--- src/video_timing_pkg.sv ---
package video_timing_pkg;

   //////////////////////////////////////////////////
   // raster position types
   //////////////////////////////////////////////////

   // pixel number on the current line, up to 2047
   typedef logic [10:0] hcount_t;

   // line number within the frame, up to 1023
   typedef logic [9:0] vcount_t;

   // beam position and the levels that belong to it
   // hsync and vsync are active low
   typedef struct packed {
      hcount_t hcount;
      vcount_t vcount;
      logic    hsync;
      logic    vsync;
      logic    blank;
   } raster_t;

   //////////////////////////////////////////////////
   // xga 1024x768 at 60 Hz, 65 MHz pixel clock
   //////////////////////////////////////////////////

   // horizontal, in pixels
   localparam int XGA_H_ACTIVE     = 1024;
   localparam int XGA_H_SYNC_START = 1048;
   localparam int XGA_H_SYNC_END   = 1184;
   localparam int XGA_H_TOTAL      = 1344;

   // vertical, in lines
   localparam int XGA_V_ACTIVE     = 768;
   localparam int XGA_V_SYNC_START = 777;
   localparam int XGA_V_SYNC_END   = 783;
   localparam int XGA_V_TOTAL      = 806;

   // how far ahead of the beam the frame buffer is read, in pixels
   // covers the 2 cycle memory latency plus latch and display stages
   localparam int PREFETCH_DEFAULT = 8;

endpackage

--- src/vram_pkg.sv ---
package vram_pkg;

   //////////////////////////////////////////////////
   // frame buffer memory types
   //////////////////////////////////////////////////

   // word address: zero bit, line (10 bits), word column (8 bits)
   typedef logic [18:0] vram_addr_t;

   // zbt word, parity bits 35:32 unused
   // bits 31:24 hold the leftmost pixel of the group
   typedef logic [35:0] vram_word_t;

   // 8 bit grey level
   typedef logic [7:0] pixel_t;

   // pixels packed into one memory word
   localparam int PIXELS_PER_WORD = 4;

   // one request per cycle to the memory port
   // we low means a read of addr
   typedef struct packed {
      logic       we;
      vram_addr_t addr;
      vram_word_t wdata;
   } vram_req_t;

   //////////////////////////////////////////////////
   // mode selects
   //////////////////////////////////////////////////

   // display source
   // PIX_BARS shows hardwired bars that never touch memory
   typedef enum logic {
      PIX_VRAM = 1'b0,
      PIX_BARS = 1'b1
   } pixel_src_e;

   // width of the test bars written during blanking
   typedef enum logic {
      BAR_WIDE   = 1'b0,
      BAR_NARROW = 1'b1
   } bar_period_e;

endpackage

--- src/raster_timing.sv ---
module raster_timing #(
   parameter int H_ACTIVE     = video_timing_pkg::XGA_H_ACTIVE,
   parameter int H_SYNC_START = video_timing_pkg::XGA_H_SYNC_START,
   parameter int H_SYNC_END   = video_timing_pkg::XGA_H_SYNC_END,
   parameter int H_TOTAL      = video_timing_pkg::XGA_H_TOTAL,
   parameter int V_ACTIVE     = video_timing_pkg::XGA_V_ACTIVE,
   parameter int V_SYNC_START = video_timing_pkg::XGA_V_SYNC_START,
   parameter int V_SYNC_END   = video_timing_pkg::XGA_V_SYNC_END,
   parameter int V_TOTAL      = video_timing_pkg::XGA_V_TOTAL
) (
   input  logic                       clk,
   input  logic                       rst_n,
   output video_timing_pkg::raster_t  raster
);

   // last pixel of a line and last line of a frame
   localparam video_timing_pkg::hcount_t H_LAST = video_timing_pkg::hcount_t'(H_TOTAL - 1);
   localparam video_timing_pkg::vcount_t V_LAST = video_timing_pkg::vcount_t'(V_TOTAL - 1);

   video_timing_pkg::hcount_t h_next;
   video_timing_pkg::vcount_t v_next;

   //////////////////////////////////////////////////
   // next beam position
   //////////////////////////////////////////////////

   always_comb begin
      h_next = raster.hcount + video_timing_pkg::hcount_t'(1);
      v_next = raster.vcount;
      // end of line, step to the next line
      if (raster.hcount == H_LAST) begin
         h_next = '0;
         // end of frame, back to the top
         if (raster.vcount == V_LAST) begin
            v_next = '0;
         end else begin
            v_next = raster.vcount + video_timing_pkg::vcount_t'(1);
         end
      end
   end

   //////////////////////////////////////////////////
   // counters and levels
   //////////////////////////////////////////////////

   // levels are decoded from the next count
   // so they line up with the count they describe
   always_ff @(posedge clk) begin
      if (!rst_n) begin
         raster <= '{hcount: '0, vcount: '0, hsync: 1'b1, vsync: 1'b1, blank: 1'b0};
      end else begin
         raster.hcount <= h_next;
         raster.vcount <= v_next;
         // sync pulses, active low
         raster.hsync <= !((h_next >= H_SYNC_START) && (h_next < H_SYNC_END));
         raster.vsync <= !((v_next >= V_SYNC_START) && (v_next < V_SYNC_END));
         // outside the visible window on either axis
         raster.blank <= (h_next >= H_ACTIVE) || (v_next >= V_ACTIVE);
      end
   end

endmodule

--- src/vram_arbiter.sv ---
module vram_arbiter (
   input  logic                       clk,
   input  logic                       rst_n,
   input  video_timing_pkg::raster_t  raster,
   input  vram_pkg::vram_addr_t       read_addr,
   input  vram_pkg::bar_period_e      bar_period,
   output vram_pkg::vram_req_t        vram_req
);

   // free running pattern counter
   logic [31:0] count;

   // one grey level of the test bars
   vram_pkg::pixel_t bar_level;

   //////////////////////////////////////////////////
   // test bar pattern
   //////////////////////////////////////////////////

   // counts cycles since reset was released
   // its low bits sweep the whole frame buffer
   always_ff @(posedge clk) begin
      if (!rst_n) begin
         count <= '0;
      end else begin
         count <= count + 32'd1;
      end
   end

   // grey level changes every 8 or 16 words
   always_comb begin
      if (bar_period == vram_pkg::BAR_NARROW) begin
         bar_level = {count[6:3], 4'b0000};
      end else begin
         bar_level = {count[7:4], 4'b0000};
      end
   end

   //////////////////////////////////////////////////
   // memory port sharing
   //////////////////////////////////////////////////

   // blanking belongs to the pattern writer
   // active video belongs to the display reads
   // blank is low in reset, so no write goes out then
   always_comb begin
      vram_req.we    = raster.blank;
      vram_req.wdata = {4'b0000, {vram_pkg::PIXELS_PER_WORD{bar_level}}};
      if (raster.blank) begin
         vram_req.addr = count[18:0];
      end else begin
         vram_req.addr = read_addr;
      end
   end

endmodule

--- src/vram_pixel_fetch.sv ---
module vram_pixel_fetch #(
   parameter int H_TOTAL  = video_timing_pkg::XGA_H_TOTAL,
   parameter int V_TOTAL  = video_timing_pkg::XGA_V_TOTAL,
   parameter int PREFETCH = video_timing_pkg::PREFETCH_DEFAULT
) (
   input  logic                       clk,
   input  logic                       rst_n,
   input  video_timing_pkg::raster_t  raster,
   input  vram_pkg::vram_word_t       vram_rdata,
   output vram_pkg::vram_addr_t       read_addr,
   output vram_pkg::pixel_t           fetch_pixel
);

   // first hcount whose forecast runs into the next line
   localparam video_timing_pkg::hcount_t H_WRAP =
      video_timing_pkg::hcount_t'(H_TOTAL - PREFETCH);
   localparam video_timing_pkg::hcount_t H_AHEAD = video_timing_pkg::hcount_t'(PREFETCH);
   localparam video_timing_pkg::vcount_t V_LAST = video_timing_pkg::vcount_t'(V_TOTAL - 1);

   // forecast beam position
   video_timing_pkg::hcount_t hcount_f;
   video_timing_pkg::vcount_t vcount_f;

   // pixel slot inside the current word
   logic [1:0] hc4;

   // word as returned by memory, then the word on screen
   vram_pkg::vram_word_t latched_word;
   vram_pkg::vram_word_t disp_word;

   //////////////////////////////////////////////////
   // look-ahead address
   //////////////////////////////////////////////////

   always_comb begin
      if (raster.hcount >= H_WRAP) begin
         // forecast lands at the start of the next line
         hcount_f = raster.hcount - H_WRAP;
         if (raster.vcount == V_LAST) begin
            vcount_f = '0;
         end else begin
            vcount_f = raster.vcount + video_timing_pkg::vcount_t'(1);
         end
      end else begin
         hcount_f = raster.hcount + H_AHEAD;
         vcount_f = raster.vcount;
      end
   end

   // four pixels per word, so the column drops its two low bits
   assign read_addr = {1'b0, vcount_f, hcount_f[9:2]};

   //////////////////////////////////////////////////
   // read word pipeline
   //////////////////////////////////////////////////

   assign hc4 = raster.hcount[1:0];

   // data addressed two cycles back is on the bus at slot 1
   // it goes on screen for the four slots after slot 3
   always_ff @(posedge clk) begin
      if (!rst_n) begin
         latched_word <= '0;
         disp_word    <= '0;
      end else begin
         if (hc4 == 2'd1) begin
            latched_word <= vram_rdata;
         end
         if (hc4 == 2'd3) begin
            disp_word <= latched_word;
         end
      end
   end

   // leftmost pixel sits in the top byte
   assign fetch_pixel = disp_word[(vram_pkg::PIXELS_PER_WORD - 1 - int'(hc4)) * 8 +: 8];

endmodule

--- src/pixel_output.sv ---
module pixel_output (
   input  logic                       clk,
   input  logic                       rst_n,
   input  video_timing_pkg::raster_t  raster,
   input  vram_pkg::pixel_t           fetch_pixel,
   input  vram_pkg::pixel_src_e       pixel_src,
   output vram_pkg::pixel_t           pixel,
   output video_timing_pkg::raster_t  raster_out
);

   vram_pkg::pixel_t pixel_sel;

   //////////////////////////////////////////////////
   // source select
   //////////////////////////////////////////////////

   // vertical bars, 64 pixels wide, eight grey levels
   always_comb begin
      if (pixel_src == vram_pkg::PIX_BARS) begin
         pixel_sel = {raster.hcount[8:6], 5'b00000};
      end else begin
         pixel_sel = fetch_pixel;
      end
   end

   //////////////////////////////////////////////////
   // output register
   //////////////////////////////////////////////////

   // pixel and raster leave on the same edge
   always_ff @(posedge clk) begin
      pixel <= pixel_sel;
   end

   always_ff @(posedge clk) begin
      if (!rst_n) begin
         raster_out <= '{hcount: '0, vcount: '0, hsync: 1'b1, vsync: 1'b1, blank: 1'b0};
      end else begin
         raster_out <= raster;
      end
   end

endmodule

--- src/zbt_video_top.sv ---
module zbt_video_top #(
   parameter int H_ACTIVE     = video_timing_pkg::XGA_H_ACTIVE,
   parameter int H_SYNC_START = video_timing_pkg::XGA_H_SYNC_START,
   parameter int H_SYNC_END   = video_timing_pkg::XGA_H_SYNC_END,
   parameter int H_TOTAL      = video_timing_pkg::XGA_H_TOTAL,
   parameter int V_ACTIVE     = video_timing_pkg::XGA_V_ACTIVE,
   parameter int V_SYNC_START = video_timing_pkg::XGA_V_SYNC_START,
   parameter int V_SYNC_END   = video_timing_pkg::XGA_V_SYNC_END,
   parameter int V_TOTAL      = video_timing_pkg::XGA_V_TOTAL,
   // H_TOTAL - H_ACTIVE must be at least PREFETCH
   parameter int PREFETCH     = video_timing_pkg::PREFETCH_DEFAULT
) (
   input  logic                       clk,
   input  logic                       rst_n,
   input  vram_pkg::pixel_src_e       pixel_src,
   input  vram_pkg::bar_period_e      bar_period,
   input  vram_pkg::vram_word_t       vram_rdata,
   output vram_pkg::vram_req_t        vram_req,
   output vram_pkg::pixel_t           pixel,
   output video_timing_pkg::raster_t  raster_out
);

   // beam position, shared by every stage
   video_timing_pkg::raster_t raster;

   // display read address and the pixel it produced
   vram_pkg::vram_addr_t read_addr;
   vram_pkg::pixel_t     fetch_pixel;

   //////////////////////////////////////////////////
   // decode
   //////////////////////////////////////////////////

   raster_timing #(
      .H_ACTIVE     (H_ACTIVE),
      .H_SYNC_START (H_SYNC_START),
      .H_SYNC_END   (H_SYNC_END),
      .H_TOTAL      (H_TOTAL),
      .V_ACTIVE     (V_ACTIVE),
      .V_SYNC_START (V_SYNC_START),
      .V_SYNC_END   (V_SYNC_END),
      .V_TOTAL      (V_TOTAL)
   ) i_raster_timing (
      .clk    (clk),
      .rst_n  (rst_n),
      .raster (raster)
   );

   //////////////////////////////////////////////////
   // execute
   //////////////////////////////////////////////////

   vram_arbiter i_vram_arbiter (
      .clk        (clk),
      .rst_n      (rst_n),
      .raster     (raster),
      .read_addr  (read_addr),
      .bar_period (bar_period),
      .vram_req   (vram_req)
   );

   vram_pixel_fetch #(
      .H_TOTAL  (H_TOTAL),
      .V_TOTAL  (V_TOTAL),
      .PREFETCH (PREFETCH)
   ) i_vram_pixel_fetch (
      .clk         (clk),
      .rst_n       (rst_n),
      .raster      (raster),
      .vram_rdata  (vram_rdata),
      .read_addr   (read_addr),
      .fetch_pixel (fetch_pixel)
   );

   //////////////////////////////////////////////////
   // result
   //////////////////////////////////////////////////

   pixel_output i_pixel_output (
      .clk         (clk),
      .rst_n       (rst_n),
      .raster      (raster),
      .fetch_pixel (fetch_pixel),
      .pixel_src   (pixel_src),
      .pixel       (pixel),
      .raster_out  (raster_out)
   );

endmodule

--- config.mk ---
export PLATFORM = sky130hd
export DESIGN_NAME = zbt_video_top
export DESIGN_NICKNAME = d
export VERILOG_FILES = /design/src/video_timing_pkg.sv /design/src/vram_pkg.sv /design/src/raster_timing.sv /design/src/vram_arbiter.sv /design/src/vram_pixel_fetch.sv /design/src/pixel_output.sv /design/src/zbt_video_top.sv
export SDC_FILE = /design/constraint.sdc
export NUM_CORES = 1
export LEC_CHECK = 0
export BUFFER_PORTS_ARGS = -buffer_cell sky130_fd_sc_hd__clkbuf_2
export CAP_MARGIN = 0
export CORE_MARGIN = 2
export CORE_UTILIZATION = 60
export CTS_BUF_LIST = sky130_fd_sc_hd__clkbuf_16
export CTS_CLUSTER_SIZE = 16
export DETAILED_ROUTE_END_ITERATION = 16
export HOLD_SLACK_MARGIN = 0.03
export PLACE_DENSITY = 0.87
export SYNTH_ARGS = -nofsm -noshare
export SYNTH_HDL_FRONTEND = slang
export SYNTH_SLANG_ARGS = --single-unit
--- constraint.sdc ---
create_clock -name clk -period 5.4 [get_ports clk]
set_clock_uncertainty 0.15 [all_clocks]
set_input_delay 0.54 -clock clk [delete_from_list [all_inputs] [get_ports clk]]
set_output_delay 0.54 -clock clk [all_outputs]
set_load 0.1 [all_outputs]
==> results by group <==
Route
  • Detailed-route DRC error count: 0
  • Total number of vias: a little under 5000
  • Via-to-Cell Ratio: about 5.5
  • Residual antenna-violating net count after detailed routing: 0
  • Detailed Routing Iterations Pass 1: 5
  • DRC violation total after the first TritonRoute iteration: 317
  • Post-Route WL: 13920 um
  • WL/cell: approximately 16 um

Yosys
  • Leading register cell type out of synthesis: dfxtp_1
  • Post-synthesis register bit count: 139
  • EDFF count, synth: 0
  • Largest area contributor in the netlist: dfxtp_1
  • Average cell area after synthesis: around 10 um2
  • Cell with the most instances after synthesis: dfxtp_1
  • Combined area of all synthesized cells: about 0.0065 mm2
  • Main combinational cell family by area after synthesis: simple AND/OR/NAND/NOR gates
  • Most instantiated cells after synthesis: dfxtp_1, nor2b_1, mux2i_1, and2_1, nand2_1
  • Adder and majority cell fraction of the synthesized area: 0.01723
  • Sequential-to-total area share from yosys stat: 0.4259
  • YS warnings: 0
  • Share of async-settable or async-resettable flops after synthesis: 0
  • Mux contribution to synthesized area: 0.1473
  • Simple-Gate Fraction of Synth Area: 0.2231
  • Number of distinct library cells after synthesis: 61
  • Post-synthesis compound-gate area fraction: 0.06492
  • Area share of the leading cell type in the synthesized netlist: 0.4259
  • Xor/xnor share of the synthesized area: 0.04424
  • Cell types occupying the most area after synthesis: dfxtp_1, mux2i_1, nor2b_1, and2_1, buf_4
  • Synthesized instance count: approximately 670

Placement
  • Pre-CTS WS: ~1500 ps
  • Detailed placement HPWL: between 9000 and 10000 um
  • Final estimated routing congestion in global placement: approximately 0.9
  • Number of port buffers: between 100 and 150
  • DP Cell Count: 856

Floorplanning
  • Die area: between 0.01 and 0.015 mm2
  • Row count: 38
  • Die boundary height: around 110 um
  • Core region area: around 0.011 mm2
  • Width of the die: 108.4 um
  • Initial core utilization: 0.6081
  • Number of top-level pins: around 130

Timing
  • Min Clock Period, post-route: between 4000 and 5000 ps
  • Final number of max-transition violations: 0
  • Count of endpoints failing hold in the final timing report: 0
  • Part of the cycle the worst path needs: 0.7994
  • Setup repair after global routing missed its margin: false
  • Fin Hold WS: approximately 230 ps
  • Slew Limit Headroom: 0.2463
  • Maximum frequency from static timing analysis: around 230 MHz
  • Accumulated negative setup slack: 0 ps
  • Least-Margin Pin Slew: around 1100 ps
  • Setup-failing EPs final: 0
  • Final worst setup slack: 1083 ps

Global route
  • Overall global routing resource usage: 0.2425
  • Met1 routing resource usage after global routing: 0.2961
  • Initial antenna violation count: 0
  • GR peak layer: met2
  • Global-route wire length before repair: roughly 22000 um
  • Maximum number of pins on one net before global-route repair: 100
  • GR met2 Demand/Resource: 0.3967
  • Global-route track usage on met3: 0.06992
  • Grt total ovfl: 0
  • Number of global-route vias before repair: between 4000 and 5000

Min path
  • Type of the worst min-delay path: primary input to flop
  • Hold path depth: 3

Setup path
  • Reg2reg path depth: 7
  • Worst path required time: roughly 4700 ps
  • Maximum fanout encountered on the critical timing path: 13
  • Type of the setup path with the least slack: flop to primary output
  • Nature of the critical path startpoint: flop
  • Worst endpoint data arrival time: 3630 ps
  • Reg-to-reg setup timing slack: roughly 2700 ps
  • Endpoint class of the critical path: primary output

Layout
  • Post-layout instance count excluding filler cells: about 890
  • Layout overhead on the synthesized area: 13.75%
  • Proportion of layout cells with a drive suffix above 1: 0.2299
  • Number of antenna diodes: 0
  • Final Util: 0.6917
  • Area occupied by multi-input gates: between 0.003 and 0.004 mm2
  • Number of nets in the layout: 784
  • Filler Cells Inserted: around 800
  • Area of all sequential standard cells: about 0.0028 mm2

Clock tree
  • CTS sink cnt: around 140
  • Hold-fix buffer count after cts: 0
  • Number of setup buffers added after CTS: 0
  • Insertion delay to the later sink of the worst-skew pair: between 400 and 500 ps
  • Clock Path Buffers: 2
  • Clk pin slew, worst setup/hold paths: roughly 60 ps
  • CTS tree: built
  • CTS Root Cell: clkbuf_16
  • H-tree depth: 4
  • CTS buffer count: 17
  • CTS resizes: 0

Power
  • Peak supply drop: around 0.00022 V
  • Static Leakage: ~3.0 nW
  • Pwr dens: between 300 and 400 mW/mm2

Status
  • Outcome: completed

Run
  • Total of max-cap violations: 0
-- layout make-up --
type	count	area share
sequential	139	0.3744
tap	140	0.02357
inverter	9	0.005219
timing repair buffer	105	0.07138
clock inverter	15	0.02071
multi-input combinational	463	0.4475
clock buffer	17	0.05724
-- worst max-delay path, stage by stage, from the launching register on --
cell and delay (ps):
dfxtp_1 810, inv_1 150, ha_1 230, nand3_2 60
a31o_4 220, clkinv_4 120, ha_1 340, a31oi_1 260
nor2b_1 80, o21ai_0 210, xor2_1 90, o21ai_0 150
clkbuf_2 490
-- metrics by stage --
| step | cell area, um2 | total power, mW |
|---|---|---|
| 6_report | 7432 | 2.393 |
| 5_1_grt | 7432 | 2.471 |
| 4_1_cts | 7432 | 2.412 |
| 3_5_place_dp | 6853 | 1.281 |
| 3_3_place_gp | 6853 | 1.276 |
| 2_1_floorplan | 6605 | 1.256 |
-- path summary, 6_finish.rpt --
path,end,from
max,vram_req[43],i_raster_timing.raster[14]
min,i_vram_pixel_fetch.latched_word[24],vram_rdata[24]
max reg2reg,i_raster_timing.raster[0],i_raster_timing.raster[14]
min reg2reg,i_pixel_output.raster_out[2],i_raster_timing.raster[2]
-- power by group --
group | total [mW] | leakage, nW | internal (mW) | switching (mW)
clock network | 1.13 | 0.281 | 0.651 | 0.482
registers | 1.07 | 1.13 | 1.05 | 0.0233
logic | 0.187 | 1.56 | 0.0590 | 0.128
total | 2.39 | 2.97 | 1.76 | 0.633
-- flip-flops by register name, summed over array words and instances (netlist names) --
signal	flops
i_vram_pixel_fetch.disp_word	32
i_vram_pixel_fetch.latched_word	32
i_pixel_output.raster_out	24
i_raster_timing.raster	24
i_vram_arbiter.count	19
i_pixel_output.pixel	8
-- per-layer routing --
layer | wire, um | share of wire | vias to the layer above
met1 | 5875 | 0.42 | 2331
met4 | 401 | 0.029 | 0
met3 | 827 | 0.059 | 45
met5 | 0 | 0 | -
met2 | 6813 | 0.49 | 199
li1 | - | - | 2328
-- cells in the final DEF, fill, tap and decap left out, types with 3 or more instances in the layout --
| cell | count |
|---|---|
| mux2i_1 | 68 |
| clkbuf_16 | 17 |
| mux2_2 | 9 |
| a21boi_0 | 4 |
| nor3_1 | 9 |
| nand2b_1 | 3 |
| inv_8 | 3 |
| nand3_1 | 10 |
| and2_1 | 47 |
| clkinv_4 | 3 |
| a21oi_1 | 15 |
| mux4_2 | 8 |
| and3_1 | 5 |
| xnor2_1 | 24 |
| o21ai_0 | 22 |
| inv_6 | 6 |
| o21ai_1 | 4 |
| nor2_1 | 22 |
| ha_1 | 7 |
| nand4_1 | 5 |
| or3_1 | 5 |
| inv_1 | 8 |
| dfxtp_1 | 139 |
| clkbuf_2 | 103 |
| nor2b_1 | 79 |
| nand2_1 | 42 |
| conb_1 | 20 |
| a221oi_1 | 4 |
| and4_1 | 4 |
| xor2_1 | 9 |
-- logic make-up after synthesis --
| kind of cell | count (synthesis) |
|---|---|
| simple gates | 250 |
| flops | 139 |
| mux | 85 |
| buf+inv | 84 |
| compound gates | 66 |
| xor+xnor | 33 |
| fa+ha+maj | 9 |
| other cells | 1 |
No activity file was read; power rests on OpenSTA's default activity.
